--- config.mk ---
export PLATFORM = sky130hd
export DESIGN_NAME = disp_hex_ctrl
export DESIGN_NICKNAME = d
export VERILOG_FILES = /design/src/logic/disp_pkg.sv /design/src/logic/disp_cfg_if.sv /design/src/logic/disp_axil_regs.sv /design/src/logic/disp_scan_mux.sv /design/src/logic/disp_hex_ctrl.sv
export SDC_FILE = /design/constraint.sdc
export NUM_CORES = 1
export LEC_CHECK = 0
export BUFFER_PORTS_ARGS = -buffer_cell sky130_fd_sc_hd__buf_2
export CAP_MARGIN = 40
export CORE_UTILIZATION = 40
export DETAILED_ROUTE_END_ITERATION = 10
export PLACE_DENSITY = 0.57
export SLEW_MARGIN = 40
export SYNTH_ARGS = -nofsm -noshare
export SYNTH_HDL_FRONTEND = slang
export SYNTH_HIERARCHICAL = 1
export SYNTH_SLANG_ARGS = --single-unit
--- constraint.sdc ---
create_clock -name clk -period 3 [get_ports clk]
set_input_delay 0.3 -clock clk [delete_from_list [all_inputs] [get_ports clk]]
set_output_delay 0.3 -clock clk [all_outputs]
set_load 0.02 [all_outputs]
--- src/logic/disp_pkg.sv ---
/* hex display controller definitions */

`default_nettype none

package disp_pkg;

   // display geometry
   localparam int num_digits = 4;
   localparam int digit_w    = 4;    // one hex nibble per digit

   // AXI4-Lite bus sizes
   localparam int addr_w = 4;
   localparam int data_w = 32;
   localparam int strb_w = data_w / 8;

   // register map
   localparam logic [addr_w-1:0] reg_digits   = 4'h0;  // four nibbles, digit 0 lowest
   localparam logic [addr_w-1:0] reg_ctrl     = 4'h4;  // [3:0] dp enable, [7:4] blank
   localparam logic [addr_w-1:0] reg_prescale = 4'h8;  // clocks per slot minus one

   // scan prescaler
   localparam int prescale_w = 16;
   localparam logic [prescale_w-1:0] prescale_rst = 16'hffff;

   // bus response codes
   localparam logic [1:0] resp_okay   = 2'b00;
   localparam logic [1:0] resp_slverr = 2'b10;

   // active-low segments gfedcba, indexed by nibble
   localparam logic [6:0] seg_font [0:15] = '{
      7'b1000000,  // 0
      7'b1111001,  // 1
      7'b0100100,  // 2
      7'b0110000,  // 3
      7'b0011001,  // 4
      7'b0010010,  // 5
      7'b0000010,  // 6
      7'b1111000,  // 7
      7'b0000000,  // 8
      7'b0010000,  // 9
      7'b0001000,  // a
      7'b0000011,  // b
      7'b1000110,  // c
      7'b0100001,  // d
      7'b0000110,  // e
      7'b0001110   // f
   };

endpackage

`default_nettype wire

--- src/logic/disp_cfg_if.sv ---
/* display configuration link */

`timescale 1ns/1ps
`default_nettype none

interface disp_cfg_if;

   // hex value of every digit, digit 0 in the low nibble
   logic [disp_pkg::num_digits*disp_pkg::digit_w-1:0] digits;
   logic [disp_pkg::num_digits-1:0]                  dp_en;     // decimal point per digit
   logic [disp_pkg::num_digits-1:0]                  blank;     // 1 = digit dark
   logic [disp_pkg::prescale_w-1:0]                  prescale;  // slot length minus one

   // register side owns the values
   modport regs (
      output digits,
      output dp_en,
      output blank,
      output prescale
   );

   // scanner only samples them at slot boundaries
   modport scan (
      input digits,
      input dp_en,
      input blank,
      input prescale
   );

endinterface

`default_nettype wire

--- src/logic/disp_axil_regs.sv ---
/* display registers, AXI4-Lite slave */

`timescale 1ns/1ps
`default_nettype none

module disp_axil_regs (
   input  wire                              clk,
   input  wire                              reset,
   // write address and data
   input  wire  [disp_pkg::addr_w-1:0]      awaddr,
   input  wire                              awvalid,
   output logic                             awready,
   input  wire  [disp_pkg::data_w-1:0]      wdata,
   input  wire  [disp_pkg::strb_w-1:0]      wstrb,
   input  wire                              wvalid,
   output logic                             wready,
   // write response
   output logic [1:0]                       bresp,
   output logic                             bvalid,
   input  wire                              bready,
   // read
   input  wire  [disp_pkg::addr_w-1:0]      araddr,
   input  wire                              arvalid,
   output logic                             arready,
   output logic [disp_pkg::data_w-1:0]      rdata,
   output logic [1:0]                       rresp,
   output logic                             rvalid,
   input  wire                              rready,
   // configuration towards the scanner
   disp_cfg_if.regs                         cfg
);

   logic [15:0]                     digits_q;
   logic [7:0]                      ctrl_q;     // blank in the high nibble
   logic [disp_pkg::prescale_w-1:0] prescale_q;
   logic                            wr_accept;  // drives awready and wready together
   logic                            wr_go;
   logic                            rd_go;

   // true for the three mapped, word aligned addresses
   function automatic logic addr_hit(input logic [disp_pkg::addr_w-1:0] addr);
      addr_hit = (addr == disp_pkg::reg_digits) ||
                 (addr == disp_pkg::reg_ctrl) ||
                 (addr == disp_pkg::reg_prescale);
   endfunction

   // byte strobed update of a 16 bit field
   function automatic logic [15:0] merge16(input logic [15:0] old_val,
                                           input logic [15:0] new_val,
                                           input logic [1:0]  strb);
      merge16 = old_val;
      if (strb[0])
         merge16[7:0] = new_val[7:0];
      if (strb[1])
         merge16[15:8] = new_val[15:8];
   endfunction

   assign awready = wr_accept;
   assign wready  = wr_accept;
   assign wr_go   = wr_accept && awvalid && wvalid;
   assign rd_go   = arready && arvalid;

   // one cycle ready pulse once both write halves are present
   always_ff @(posedge clk or posedge reset)
   begin
      if (reset)
      begin
         wr_accept <= 1'b0;
         bvalid    <= 1'b0;
      end
      else
      begin
         wr_accept <= awvalid && wvalid && !wr_accept && !bvalid;
         if (wr_go)
            bvalid <= 1'b1;
         else if (bready)
            bvalid <= 1'b0;  // response taken
      end
   end

   always_ff @(posedge clk)
   begin
      if (wr_go)
         bresp <= addr_hit(awaddr) ? disp_pkg::resp_okay : disp_pkg::resp_slverr;
   end

   // register file updates together with bvalid rising
   always_ff @(posedge clk or posedge reset)
   begin
      if (reset)
      begin
         digits_q   <= '0;
         ctrl_q     <= '0;
         prescale_q <= disp_pkg::prescale_rst;
      end
      else if (wr_go)
      begin
         case (awaddr)
            disp_pkg::reg_digits:
               digits_q <= merge16(digits_q, wdata[15:0], wstrb[1:0]);
            disp_pkg::reg_ctrl:
               if (wstrb[0])
                  ctrl_q <= wdata[7:0];
            disp_pkg::reg_prescale:
               prescale_q <= merge16(prescale_q, wdata[15:0], wstrb[1:0]);
            default:
               ;  // unmapped address stores nothing
         endcase
      end
   end

   // read channel
   always_ff @(posedge clk or posedge reset)
   begin
      if (reset)
      begin
         arready <= 1'b0;
         rvalid  <= 1'b0;
      end
      else
      begin
         arready <= arvalid && !arready && !rvalid;
         if (rd_go)
            rvalid <= 1'b1;
         else if (rready)
            rvalid <= 1'b0;
      end
   end

   always_ff @(posedge clk)
   begin
      if (rd_go)
      begin
         rresp <= disp_pkg::resp_okay;
         case (araddr)
            disp_pkg::reg_digits:   rdata <= {16'h0000, digits_q};
            disp_pkg::reg_ctrl:     rdata <= {24'h000000, ctrl_q};
            disp_pkg::reg_prescale: rdata <= {16'h0000, prescale_q};
            default:
            begin
               rdata <= '0;
               rresp <= disp_pkg::resp_slverr;
            end
         endcase
      end
   end

   // held registers feed the scanner as plain levels
   assign cfg.digits   = digits_q;
   assign cfg.dp_en    = ctrl_q[3:0];
   assign cfg.blank    = ctrl_q[7:4];
   assign cfg.prescale = prescale_q;

endmodule

`default_nettype wire

--- src/logic/disp_scan_mux.sv ---
/* digit scanner and segment decoder */

`timescale 1ns/1ps
`default_nettype none

module disp_scan_mux (
   input  wire                              clk,
   input  wire                              reset,
   disp_cfg_if.scan                         cfg,
   output logic [disp_pkg::num_digits-1:0]  an,    // active low digit enables
   output logic [7:0]                       sseg   // active low with dp in bit 7
);

   logic [disp_pkg::prescale_w-1:0] tick_cnt;
   logic                            tick;       // last cycle of a slot
   logic [1:0]                      digit_idx;  // digit currently shown
   logic [1:0]                      next_idx;   // digit of the coming slot
   logic [disp_pkg::digit_w-1:0]    nibble;
   logic                            dp_on;
   logic                            blank_on;
   logic [disp_pkg::num_digits-1:0] an_next;
   logic [7:0]                      sseg_next;

   // >= so a prescale lowered mid slot ends the slot at once
   assign tick     = (tick_cnt >= cfg.prescale);
   assign next_idx = digit_idx + 2'd1;

   // slot timer and digit index
   always_ff @(posedge clk or posedge reset)
   begin
      if (reset)
      begin
         tick_cnt  <= '0;
         digit_idx <= 2'd3;  // first tick moves to digit 0
      end
      else if (tick)
      begin
         tick_cnt  <= '0;
         digit_idx <= next_idx;
      end
      else
      begin
         tick_cnt <= tick_cnt + 1'b1;
      end
   end

   // pick the coming digit's settings and decode them
   always_comb
   begin
      nibble   = cfg.digits[disp_pkg::digit_w*next_idx +: disp_pkg::digit_w];
      dp_on    = cfg.dp_en[next_idx];
      blank_on = cfg.blank[next_idx];

      if (blank_on)
      begin
         an_next   = '1;  // dark slot
         sseg_next = '1;
      end
      else
      begin
         an_next   = ~(4'b0001 << next_idx);
         sseg_next = {~dp_on, disp_pkg::seg_font[nibble]};
      end
   end

   /* outputs only change at a slot boundary
      and come straight from flops, so no decode glitches reach the pins */
   always_ff @(posedge clk or posedge reset)
   begin
      if (reset)
      begin
         an   <= '1;
         sseg <= '1;
      end
      else if (tick)
      begin
         an   <= an_next;
         sseg <= sseg_next;
      end
   end

endmodule

`default_nettype wire

--- src/logic/disp_hex_ctrl.sv ---
/* hex display controller top */

`timescale 1ns/1ps
`default_nettype none

module disp_hex_ctrl (
   input  wire                              clk,
   input  wire                              reset,
   // AXI4-Lite write
   input  wire  [disp_pkg::addr_w-1:0]      awaddr,
   input  wire                              awvalid,
   output logic                             awready,
   input  wire  [disp_pkg::data_w-1:0]      wdata,
   input  wire  [disp_pkg::strb_w-1:0]      wstrb,
   input  wire                              wvalid,
   output logic                             wready,
   output logic [1:0]                       bresp,
   output logic                             bvalid,
   input  wire                              bready,
   // AXI4-Lite read
   input  wire  [disp_pkg::addr_w-1:0]      araddr,
   input  wire                              arvalid,
   output logic                             arready,
   output logic [disp_pkg::data_w-1:0]      rdata,
   output logic [1:0]                       rresp,
   output logic                             rvalid,
   input  wire                              rready,
   // display pins
   output logic [disp_pkg::num_digits-1:0]  an,
   output logic [7:0]                       sseg
);

   disp_cfg_if cfg_if ();  // register block to scanner

   disp_axil_regs regs_i (
      .clk     (clk),
      .reset   (reset),
      .awaddr  (awaddr),
      .awvalid (awvalid),
      .awready (awready),
      .wdata   (wdata),
      .wstrb   (wstrb),
      .wvalid  (wvalid),
      .wready  (wready),
      .bresp   (bresp),
      .bvalid  (bvalid),
      .bready  (bready),
      .araddr  (araddr),
      .arvalid (arvalid),
      .arready (arready),
      .rdata   (rdata),
      .rresp   (rresp),
      .rvalid  (rvalid),
      .rready  (rready),
      .cfg     (cfg_if.regs)
   );

   disp_scan_mux scan_i (
      .clk   (clk),
      .reset (reset),
      .cfg   (cfg_if.scan),
      .an    (an),
      .sseg  (sseg)
   );

endmodule

`default_nettype wire

Word-level counts from Yosys, hierarchy flattened
Memory sizes are Yosys's and may differ from the RTL's.
Cells that the tools add are included.
{"block": "op_classes", "mux": 16, "eq_ne": 4, "magnitude_cmp": 3, "n_shift": 2, "addsub": 2, "n_bitwise": 3, "n_reduce_logical": 24}
{"op": "16-bit one-hot mux with 3 select lines", "n": 1}
{"op": "16-bit by 1-bit adder with 16-bit output, second input constant", "n": 1}
{"op": "16-bit >= comparator", "n": 1}
{"op": "16-bit two-way mux", "n": 1}
{"op": "16-bit by 5-bit indexed part select with 4-bit output", "n": 1}
{"op": "3-bit AND reduction", "n": 5}
{"op": "7-bit two-way mux", "n": 2}
{"op": "4-bit by 3-bit equality test with 1-bit output, second input constant", "n": 2}
{"op": "4-bit equality test, second input constant", "n": 2}
{"op": "1-bit logical AND", "n": 8}
{"op": "4-bit logical NOT", "n": 2}
{"op": "8-bit two-way mux", "n": 1}
{"op": "1-bit two-way mux", "n": 6}
{"op": "5-bit >= comparator, second input constant", "n": 1}
{"op": "4-bit NOT with 5-bit output", "n": 1}
{"op": "1-bit binary-select mux with 2-bit select", "n": 2}
{"op": "1-bit logical NOT", "n": 4}
{"op": "2-bit two-way mux", "n": 2}
{"op": "4-bit two-way mux", "n": 1}
{"op": "4-bit NOT", "n": 1}
{"op": "2-bit nonzero test", "n": 2}
{"op": "1-bit by 2-bit left shift with 4-bit output, first input constant", "n": 1}
{"op": "2-bit by 3-bit < comparator with 1-bit output, second input constant", "n": 1}
{"op": "3-bit OR reduction", "n": 1}
{"op": "3 further kinds", "n": 4}
{"block": "totals", "reg_bits": 110, "input_bits": 51, "rom_bits": 112, "mem_count": 1, "out_inout_bits": 53, "word_cells": 71}
{"memory": "(name not given)", "depth": 16, "width": 7, "rd": 1, "rd_clocked_by_memory_dff": 0, "wr": 0, "line": "disp_scan_mux.sv:62", "rtl": "sseg_next = {~dp_on, disp_pkg::seg_font[nibble]};"}

Depth between registers and ports, before layout
Gate-level depths: netlist of the first run.
{"block": "depth", "ltp_word": 7, "depth_mapped": 12, "ltp_nobuf": 10}

Cells and area by module
The synthesis of the first run kept the hierarchy.
{"mod": "disp_axil_regs", "seq_area_each_um2": 1661.6, "area_each_um2": 2791.4, "instances": 1, "cells_per_inst": 199}
{"mod": "disp_scan_mux", "seq_area_each_um2": 768.2, "area_each_um2": 2160.8, "instances": 1, "cells_per_inst": 216}

Worst setup path after synthesis of the first run
No wires, ideal clock.
{"block": "synth_timing", "path_kind": "register to register", "start": "register scan_i.digit_idx[0]", "end": "register scan_i.sseg[4]", "path_slack_ns": 0.435, "setup_time_ns": 0.060, "path_buffers": 2, "path_stages_with_launch": 10, "synth_period_minus_slack_ns": 2.565, "arrival_time_ns": 2.506, "t_required_ns": 2.940, "cell_sequence": "dfstp_2 > buf_6 > inv_1 > ha_1 > clkbuf_1 > mux4_1 > ha_1 > mux2_1 > o221ai_1 > mux2_2"}
{"block": "synth_via", "elab_chain_cells": 7, "word_cells_on_any_way": 9, "classes_between": "add/sub (1); shift (1); mux (5); bitwise (1); memory (1)"}
{"item": "start, declared", "line": "disp_scan_mux.sv:16", "rtl": "logic [1:0] digit_idx;"}
{"item": "start signal, assigned", "line": "disp_scan_mux.sv:39", "rtl": "digit_idx <= next_idx;"}
{"item": "2-bit by 1-bit adder with 2-bit output *", "line": "disp_scan_mux.sv:26", "rtl": "assign next_idx = digit_idx + 2'd1;"}
{"item": "via scan_i.next_idx[0]", "line": "disp_scan_mux.sv:17", "rtl": "logic [1:0] next_idx;"}
{"item": "16-bit by 5-bit indexed part select with 4-bit output", "line": "disp_scan_mux.sv:50", "rtl": "nibble = cfg.digits[disp_pkg::digit_w*next_idx +: disp_pkg::digit_w];"}
{"item": "4-bit NOT with 5-bit output (not written as such)", "line": "disp_scan_mux.sv:62"}
{"item": "memory 16 x 7 bit"}
{"item": "7-bit two-way mux (not written as such) (2 in series)", "line": "disp_scan_mux.sv:62"}
{"item": "8-bit two-way mux *", "line": "disp_scan_mux.sv:54", "rtl": "if (blank_on)"}
{"item": "end signal, assigned", "line": "disp_scan_mux.sv:78", "rtl": "sseg <= sseg_next;"}
{"item": "end, declared", "line": "disp_scan_mux.sv:11", "rtl": "output logic [7:0] sseg"}
Mark *: on every way through the listed nets, which the timed path passes. The rest lies on a longest branch. The select of a mux whose other input is x is not followed.
A chain may end at the register's enable or synchronous reset.

Worst setup path in the final report of the first run
{"block": "layout_timing", "start": "register scan_i.digit_idx[1]", "end": "register scan_i.sseg[3]"}
Same word-level chain as after synthesis.

==> results of run 1 <==
==> placed cells by master, fill, tap and decap left out, types with 6 or more instances in the layout <==
cell type and count:
sky130_fd_sc_hd__buf_2 67, sky130_fd_sc_hd__mux2i_1 18, sky130_fd_sc_hd__or2_2 8, sky130_fd_sc_hd__mux2_2 54, sky130_fd_sc_hd__ha_1 27, sky130_fd_sc_hd__nand2_1 22
sky130_fd_sc_hd__a21oi_1 11, sky130_fd_sc_hd__nor2_1 31, sky130_fd_sc_hd__edfxtp_1 18, sky130_fd_sc_hd__dfrtp_1 44, sky130_fd_sc_hd__xor2_1 10, sky130_fd_sc_hd__conb_1 18
sky130_fd_sc_hd__buf_4 7, sky130_fd_sc_hd__inv_1 27, sky130_fd_sc_hd__o21ai_0 6, sky130_fd_sc_hd__dfstp_2 30, sky130_fd_sc_hd__clkbuf_16 10, sky130_fd_sc_hd__nand4_1 8
sky130_fd_sc_hd__nand3_1 13
==> Yosys cell counts, types with 2 or more instances <==
cell type                   instances  area, um2
sky130_fd_sc_hd__nor2_4             2      22.52
sky130_fd_sc_hd__o21ai_0            6      30.03
sky130_fd_sc_hd__edfxtp_1          18      540.5
sky130_fd_sc_hd__nor3_1             2      10.01
sky130_fd_sc_hd__buf_4             19      142.6
sky130_fd_sc_hd__nand2b_1           5      31.28
sky130_fd_sc_hd__nor2_1            31      116.4
sky130_fd_sc_hd__o211ai_1           4      30.03
sky130_fd_sc_hd__inv_1             28      105.1
sky130_fd_sc_hd__ha_1              27      337.8
sky130_fd_sc_hd__nand4_1            8      50.05
sky130_fd_sc_hd__mux4_2             3      67.56
sky130_fd_sc_hd__and3_1             4      25.02
sky130_fd_sc_hd__a21o_1             5      37.54
sky130_fd_sc_hd__xnor2_1            5      43.79
sky130_fd_sc_hd__dfstp_2           30      788.3
sky130_fd_sc_hd__nand3_1           13      65.06
sky130_fd_sc_hd__mux2_2            54      608.1
sky130_fd_sc_hd__nor2b_1            2      12.51
sky130_fd_sc_hd__mux2i_1           18      180.2
sky130_fd_sc_hd__nor2_8             2      40.04
sky130_fd_sc_hd__xor2_1            10      87.58
sky130_fd_sc_hd__or2_2              8      50.05
sky130_fd_sc_hd__a21oi_1           11      55.05
sky130_fd_sc_hd__dfrtp_1           44       1101
sky130_fd_sc_hd__nand2_1           22      82.58
sky130_fd_sc_hd__clkbuf_1           5      18.77
sky130_fd_sc_hd__buf_6              3      33.78
sky130_fd_sc_hd__mux4_1             2      52.55
sky130_fd_sc_hd__a2bb2oi_1          2      17.52
sky130_fd_sc_hd__buf_2              5      25.02
==> cells by family after synthesis <==
kind of cell | after synthesis | synth area share (%)
and+or+nand+nor | 106 | 11.45
DFF | 92 | 49.07
muxes | 79 | 18.87
buffers and inverters | 61 | 6.645
AOI/OAI and AO/OA | 34 | 4.422
adders and majority gates | 27 | 6.822
xor gates and xnor gates | 15 | 2.653
other | 1 | 0.07572
==> critical path, delay by kind of cell (launching register included) <==
kind	cells	cell delay, ps
compound gates	1	160
flops	1	560
mux	3	760
simple gates	1	70
fa+ha+maj	2	620
buf+inv	3	300
==> per-stage QoR <==
| stage | instances | hold WS (ps) | setup slack (ps) | total power [W] |
|---|---|---|---|---|
| 2_1_floorplan | 432 | 380.4 | 434.8 | 0.002333 |
| 3_3_place_gp | 641 | 363.9 | 515.3 | 0.002574 |
| 3_5_place_dp | 642 | 382.8 | 457.6 | 0.002611 |
| 4_1_cts | 658 | 3.955 | 444.8 | 0.003745 |
| 5_1_grt | 658 | 15.60 | 243.5 | 0.003905 |
| 6_report | 658 | -12.53 | 465.2 | 0.003686 |
==> power groups by stage <==
| stage | clock network (W) | logic [W] | registers (W) |
|---|---|---|---|
| floorplan | 0 | 0.000680 | 0.00165 |
| global placement | 0 | 0.00101 | 0.00156 |
| detailed placement | 0 | 0.00104 | 0.00157 |
| CTS | 0.00115 | 0.00104 | 0.00155 |
| global route | 0.00121 | 0.00113 | 0.00157 |
| finish | 0.00112 | 0.00102 | 0.00154 |
==> layout make-up <==
type,count,area (um2),share of cell area [%]
clock buffer,10,250.2,4.392
clock inverter,6,46.29,0.8125
inverter,28,105.1,1.845
multi-input combinational,279,2257,39.61
sequential,92,2430,42.64
tap,168,210.2,3.689
timing repair buffer,75,399.1,7.005
==> sequential cells by signal, summed over array words and instances (netlist names) <==
name,cells
regs_i/rvalid,1
scan_i/sseg,8
regs_i/rdata,16
regs_i/arready,1
regs_i/cfg.digits,16
scan_i/an,4
regs_i/awready,1
scan_i/digit_idx,2
regs_i/cfg.prescale,16
regs_i/ctrl_q,8
scan_i/tick_cnt,16
regs_i/rresp,1
regs_i/bresp,1
regs_i/bvalid,1
==> worst paths after layout <==
| path | start | end | slack [ps] | cells past startpoint |
|---|---|---|---|---|
| worst min-delay path | reset | regs_i/cfg.digits[12] | -10 | 2 |
| max in group asynchronous | reset | regs_i/cfg.prescale[6] | 2220 | 3 |
| min in group clk | awvalid | regs_i/awready | 190 | 3 |
| worst min register to register | regs_i/arready | regs_i/arready | 450 | 1 |
| worst max-delay path | scan_i/digit_idx[1] | scan_i/sseg[3] | 470 | 10 |
| worst max register to register | scan_i/digit_idx[1] | scan_i/sseg[3] | 470 | 10 |
==> metal layers <==
layer  GRT usage [%]  vias to the layer above  routed length (um)
met5               0                        -                   0
met4           7.632                        0                 182
met3           2.999                       11                 308
met2           30.18                       59                5026
met1           23.78                     1613                4920
li1                -                     1551                   -
==> impl_summary.md, run 1 <==
Finish
In the final layout, the share of cells above drive strength 1 is 39.59%. The final standard cell area without fillers is 5698 um2. The filler cells instantiated in the layout total 1127. The repair_antennas step left the layout with diodes totalling 0.

At the end of the flow, the number of nets in the layout was 563. The fraction of the core area covered by cells at the end of the flow is 47.24%. The growth of design area from synthesis to finish is 15.06%.

Clock tree
CTS built an H-tree with a depth of 3. The number of instances resized during post-cts repair is 0. The number of clock buffers added by TritonCTS is 9. The clock passes through at most 2 buffers. The clock tree from TritonCTS is built. The buffer count from post-CTS setup fixing is 0.

The cell sitting at the root of the clock tree is a sky130_fd_sc_hd__clkbuf_16. After clock tree synthesis, the flow added hold-fix buffers numbering 0. The number of sinks handled by clock tree synthesis is 92.

The insertion delay to the later sink of the worst-skew pair is 350 ps. After clock tree synthesis, the clock-pin slew on the worst setup and hold paths is 70 ps.

Place
Summed over all nets, the half-perimeter wirelength after detailed placement is 7729 um. In this run the cell area measured after placement is 5401 um2. The number of input and output port buffers inserted is 67. The global placer's final weighted congestion is 0.7631.

Run status
The checks that failed: negative hold slack. The flow ran to the end, but the final reports show violations.

Drt
The detailed-route via count is 3234. The final routed wire length divided by cell count is 15.86 um. In the routed design, unresolved DRC markers number 0. After detailed routing, the number of vias per cell comes to 4.915. Summed over all layers, the routed wires come to 10440 um. The violation count after the first detailed-routing iteration is 113. The total iterations of the first detailed-routing run is 4. The count of nets left with antenna violations once routing finished came out at 0.

Timing
The post-route clock period utilization is 84.49%. Based on the critical path, the design can be clocked at up to 0.3945 GHz. The max-slew violation count is 0. At the pin with the least slew margin, the transition time is 715.5 ps. The final period demand of the worst path is 2535 ps. The final worst clock skew is 7.233 ps. The total count of hold-check failures in the final report was 10. The count of final setup violators is 0. The worst max-slew margin expressed relative to the limit is 52.01%. Hold timing on the final database bottoms out at a slack of -12.53 ps. The sum of negative setup slack is 0 ps. Setup repair after global routing left no endpoint under its margin.

Floorplan
The initial standard-cell utilization of the core is 41.06%. From bottom edge to top edge, the die measures 113.3 um. The area inside the core boundary is 12060 um2. 104 I/O pins were placed.

The width of the die is 113.3 um. The number of placement rows is 40. The die covers 12830 um2.

Worst setup path
At the worst endpoint, the required time is 3280 ps. The critical path goes through inv_1 -> ha_1 -> mux4_1 -> inv_1 -> ha_1 -> inv_1 -> mux2i_1 -> o21ai_0 -> nand2_1 -> mux2_2. On the critical path, the stage with the largest delay is an instance of sky130_fd_sc_hd__dfstp_2. STA classifies the critical path startpoint as a register.

Of all nets on the critical path, the largest fanout is 6. The worst path arrival time is 2810 ps. The most numerous cell on the critical path is sky130_fd_sc_hd__inv_1. The delay contributed by the slowest stage of the critical path is 560 ps.

The capturing element type of the critical path is a register. The critical path start-end classification is register to register.

Power
The part of the total power dissipated in the clock network is 30.4%. The cell internal power dissipation is 0.002528 W. The fraction of power spent switching nets is 31.40%.

Sequential cells burn 41.9% of the power. The power density over the cells is 646.8 nW/um2. For this design the total switching power over the nets is 0.001157 W.

The analysis attributes to cell leakage a power of 2.592 nW. The worst-case IR drop observed on VDD is 0.2571 mV. The fraction of power consumed by combinational cells is 27.8%.

GRT
The first global-routing pass estimated 17720 um of wire. The global-route congestion overflow total is 0. Entering global routing, the biggest net connects 31 pins. The number of global-route vias before repair is 3387. The number of antenna violations at the first check in global routing is 0. The global routing usage summed across all routing layers is 18.25%.

Worst hold path
The tightest min-delay check is of the input port to async pin type.

Yosys
In this run, synthesis produced a sequential element count of 92. Yosys mapped a number of flops with a built-in enable equal to 18. The cell area after synthesis is 4952 um2. The register area share after synthesis is 49.07%. The number of standard cells after synthesis is 415.

The count of different cell masters after synthesis is 48. The fraction of registers with async set/reset is 80.43%. The most used flip-flop cell after synthesis is sky130_fd_sc_hd__dfrtp_1. The warning count from the yosys run is 6.

The average cell area after synthesis is 11.93 um2.

Run
Across the run, the number of max-cap violations was 0.
Power figures use the tool's default switching activity.
==> inputs of run 2 (changes only) <==
PLACE_DENSITY = 0.6   (was 0.57)
clock period = 2.09 ns   (was 3 ns; I/O delays follow)
==> run 2 against run 1 <==
- via count grew 4.9%
- hold slack improved by 110 ps
- maximum frequency increased by 11%
- clock power grew 49%
- the flow finishes with violations (negative setup slack)
- largest cell class is now multi-input gates
- cell area rose by 10%
- clock skew rose by 0.96 ps
- setup slack lost 660 ps
==> impl_summary.md, run 2 (same netlist as run 1, synthesis figures left out) <==
Run status
The flow ran to the end, but the final reports show violations. The final reports fail on negative setup slack.

Clock tree
The clock tree from TritonCTS is built. The clock root buffer master is sky130_fd_sc_hd__clkbuf_16. The CTS clock-pin slew for the worst setup and hold paths came to 70 ps (about the same). The clock buffer count from CTS came to 9 (unchanged).

The number of sinks handled by clock tree synthesis is 92 (unchanged). The insertion delay to the later sink of the worst-skew pair is 350 ps (about the same). The H-tree level count is 3 (unchanged). The maximum buffer depth of the clock tree came to 2 (unchanged).

Finish
The final standard cell area without fillers was 6275 um2 (+10%). Leaving out fill and tap cells, the most frequent cell in the layout is sky130_fd_sc_hd__buf_2. The final net count was 607 (+7.8%). The fraction of layout instances using a drive strength above 1 was 50.75% (+11 points). The count of non-filler cells in the finished layout is 702 (+6.7%). The number of diodes came to 0 (unchanged). The fraction of the core area covered by cells at the end of the flow is 52.02% (+4.8 points). The top cell types in the final layout, fill and taps aside, are 67 x sky130_fd_sc_hd__buf_2, 50 x sky130_fd_sc_hd__mux2_2, 47 x sky130_fd_sc_hd__buf_4. From synthesis to final layout, the design area changed by 26.71%.

Worst setup path
Broken down by cell family, the worst path's largest delay share belongs to multiplexers. Walking the worst path, the cells encountered are inv_6 -> ha_4 -> mux4_2 -> inv_4 -> ha_4 -> mux2i_1 -> o21ai_1 -> nand2_1 -> mux2_4. The most numerous cell on the critical path is sky130_fd_sc_hd__ha_4. The required time at the worst-slack endpoint is 2360 ps (-920 ps).

The cell with the biggest individual delay on the critical path is sky130_fd_sc_hd__dfstp_2. The critical path start-end classification is register to register. The delay contributed by the slowest stage of the critical path is 600 ps (+40 ps).

The peak fanout along the critical path is 6 (unchanged). The worst path arrival time came to 2560 ps (-250 ps). The sum of buffers and inverters on the critical path is 2 (-1). The capturing element type of the critical path is a register. The startpoint class of the critical path is a register.

Timing
The total count of hold-check failures in the final report is 0 (-10). The setup slack of the critical path after layout is -197.4 ps (-662.6 ps). The achievable frequency is 0.4372 GHz (+11%). The sum of negative setup slack is -3880 ps (-3880 ps). Setup repair after global routing could not meet its margin everywhere. The slew at the pin closest to its max-slew limit is 563.8 ps (-151.7 ps).

The max-slew violation count is 0 (unchanged). The hold slack is 98.44 ps (+111.0 ps). The count of final setup violators is 29 (+29). The final worst clock skew is 8.191 ps (+0.9573 ps). The worst max-slew margin expressed relative to the limit is 62.41% (+10 points). The final period demand of the worst path is 2287 ps (-247.4 ps). The post-route clock period utilization is 109.4% (+25 points).

GRT
The routing layer with the top usage in global route is met2. The largest net degree at the start of global routing is 45 (+45%). The met2 track utilization from global routing is 29.24% (-0.94 points). The global-route track usage on met1 came to 22.97% (-0.81 points). The global-route congestion overflow total came to 0 (unchanged).

The met3 track demand over resource was 4.071% (+1.1 points). The global routing usage summed across all routing layers was 17.95% (-0.30 points). The number of global-route vias before repair is 3356 (-0.92%). The number of antenna violations at the first check in global routing is 0 (unchanged).

The first-pass GRT wire length is 17240 um (-2.7%).

Power
The power density over the cells is 957.5 nW/um2 (+48%). The fraction of power spent switching nets was 30.97% (-0.44 points). The part of the total power dissipated in the clock network is 27.8% (-2.6 points). The fraction of power consumed by combinational cells is 35.3% (+7.5 points). The maximum VDD drop is 0.4572 mV (+78%).

The sequential share of power is 36.9% (-5.0 points). The total net switching power is 0.001861 W (+61%). The leakage dissipation came to 2.871 nW (+11%).

The cell internal power dissipation came to 0.004148 W (+64%).

Floorplan
The width of the die is 113.3 um (unchanged). The number of placement rows is 40 (unchanged). The die footprint came to 12830 um2 (unchanged).

The die span in y is 113.3 um (unchanged). The area inside the core boundary was 12060 um2 (unchanged). The boundary pin count is 104 (unchanged).

The initial standard-cell utilization of the core is 41.06% (unchanged).

Drt
The total iterations of the first detailed-routing run came to 4 (unchanged). The final routed wire length divided by cell count came to 15.18 um (-4.3%). The violation count after the first detailed-routing iteration came to 126 (+12%). The via density per instance is 4.832 (-1.7%).

The final routed DRC violation total was 0 (unchanged). The detailed-route via count is 3392 (+4.9%). The final routed wirelength across all metal layers was 10650 um (+2.1%). The number of nets with antenna violations after routing is 0 (unchanged).

Place
The number of cells after detailed placement is 677 (+5.5%). The sum of net half-perimeters after detailed placement is 7556 um (-2.2%). The area of placed instances is 5717 um2 (+5.8%). The number of input and output port buffers inserted was 67 (unchanged). The global placer's final weighted congestion is 0.7912 (+3.7%).

Worst hold path
The kind of path behind the tightest hold check is input port to register.

Run
The max-cap check violation count is 0 (unchanged).
run 2: final cells by class:
type | count | area (um2)
flip-flops and latches | 92 | 2430
fillers | 1078 | 5787
repair buffers | 119 | 777.0
clock inverters | 7 | 80.08
inverters | 28 | 115.1
well taps | 168 | 210.2
multi-input cells | 279 | 2437
clock buffers | 9 | 225.2
run 2: layer usage:
metal  vias up  wire (um)
met2        69       5161
met1      1670       4843
met3        14        380
met5         -          0
li1       1639          -
met4         0        267
run 2: timing repair:
action | 4_1_cts | 5_1_grt
buffers inserted | 3 | 4
hold endpoints to repair | 16 | 0
pin swaps | 4 | 13
hold buffers | 1 | 0
gates resized for setup | 21 | 17
gates cloned | 1 | 0
setup endpoints to repair | 29 | 30
run 2: per-stage QoR:
stage	setup WS, ps	total power [W]
after floorplan	-185.3	0.003473
after global routing	-273.6	0.006328
after detailed placement	-217.9	0.003991
after CTS	-194.7	0.005876
after global placement	-145.8	0.003943
final	-197.4	0.006008
run 2: power by group through the flow:
stage               Sequential [W]  Combinational, W  Clock, W
global placement           0.00224           0.00170         0
CTS                        0.00222           0.00194   0.00172
floorplan                  0.00237           0.00110         0
finish                     0.00222           0.00212   0.00167
global route               0.00224           0.00231   0.00178
detailed placement         0.00225           0.00174         0
run 2: path summary, 6_finish.rpt:
kind                            depth (start not counted)                endpoint  slack (ps)                start
worst max-delay path                                    9          scan_i/sseg[3]        -200  scan_i/digit_idx[0]
worst min-delay path                                    2   regs_i/cfg.digits[10]         100            wdata[10]
worst max register to register                          9          scan_i/sseg[3]        -200  scan_i/digit_idx[0]
worst min register to register                          1          regs_i/arready         450        regs_i/rvalid
max in group asynchronous                               4  regs_i/cfg.prescale[2]        1150                reset
min in group asynchronous                               4     scan_i/tick_cnt[15]         470                reset
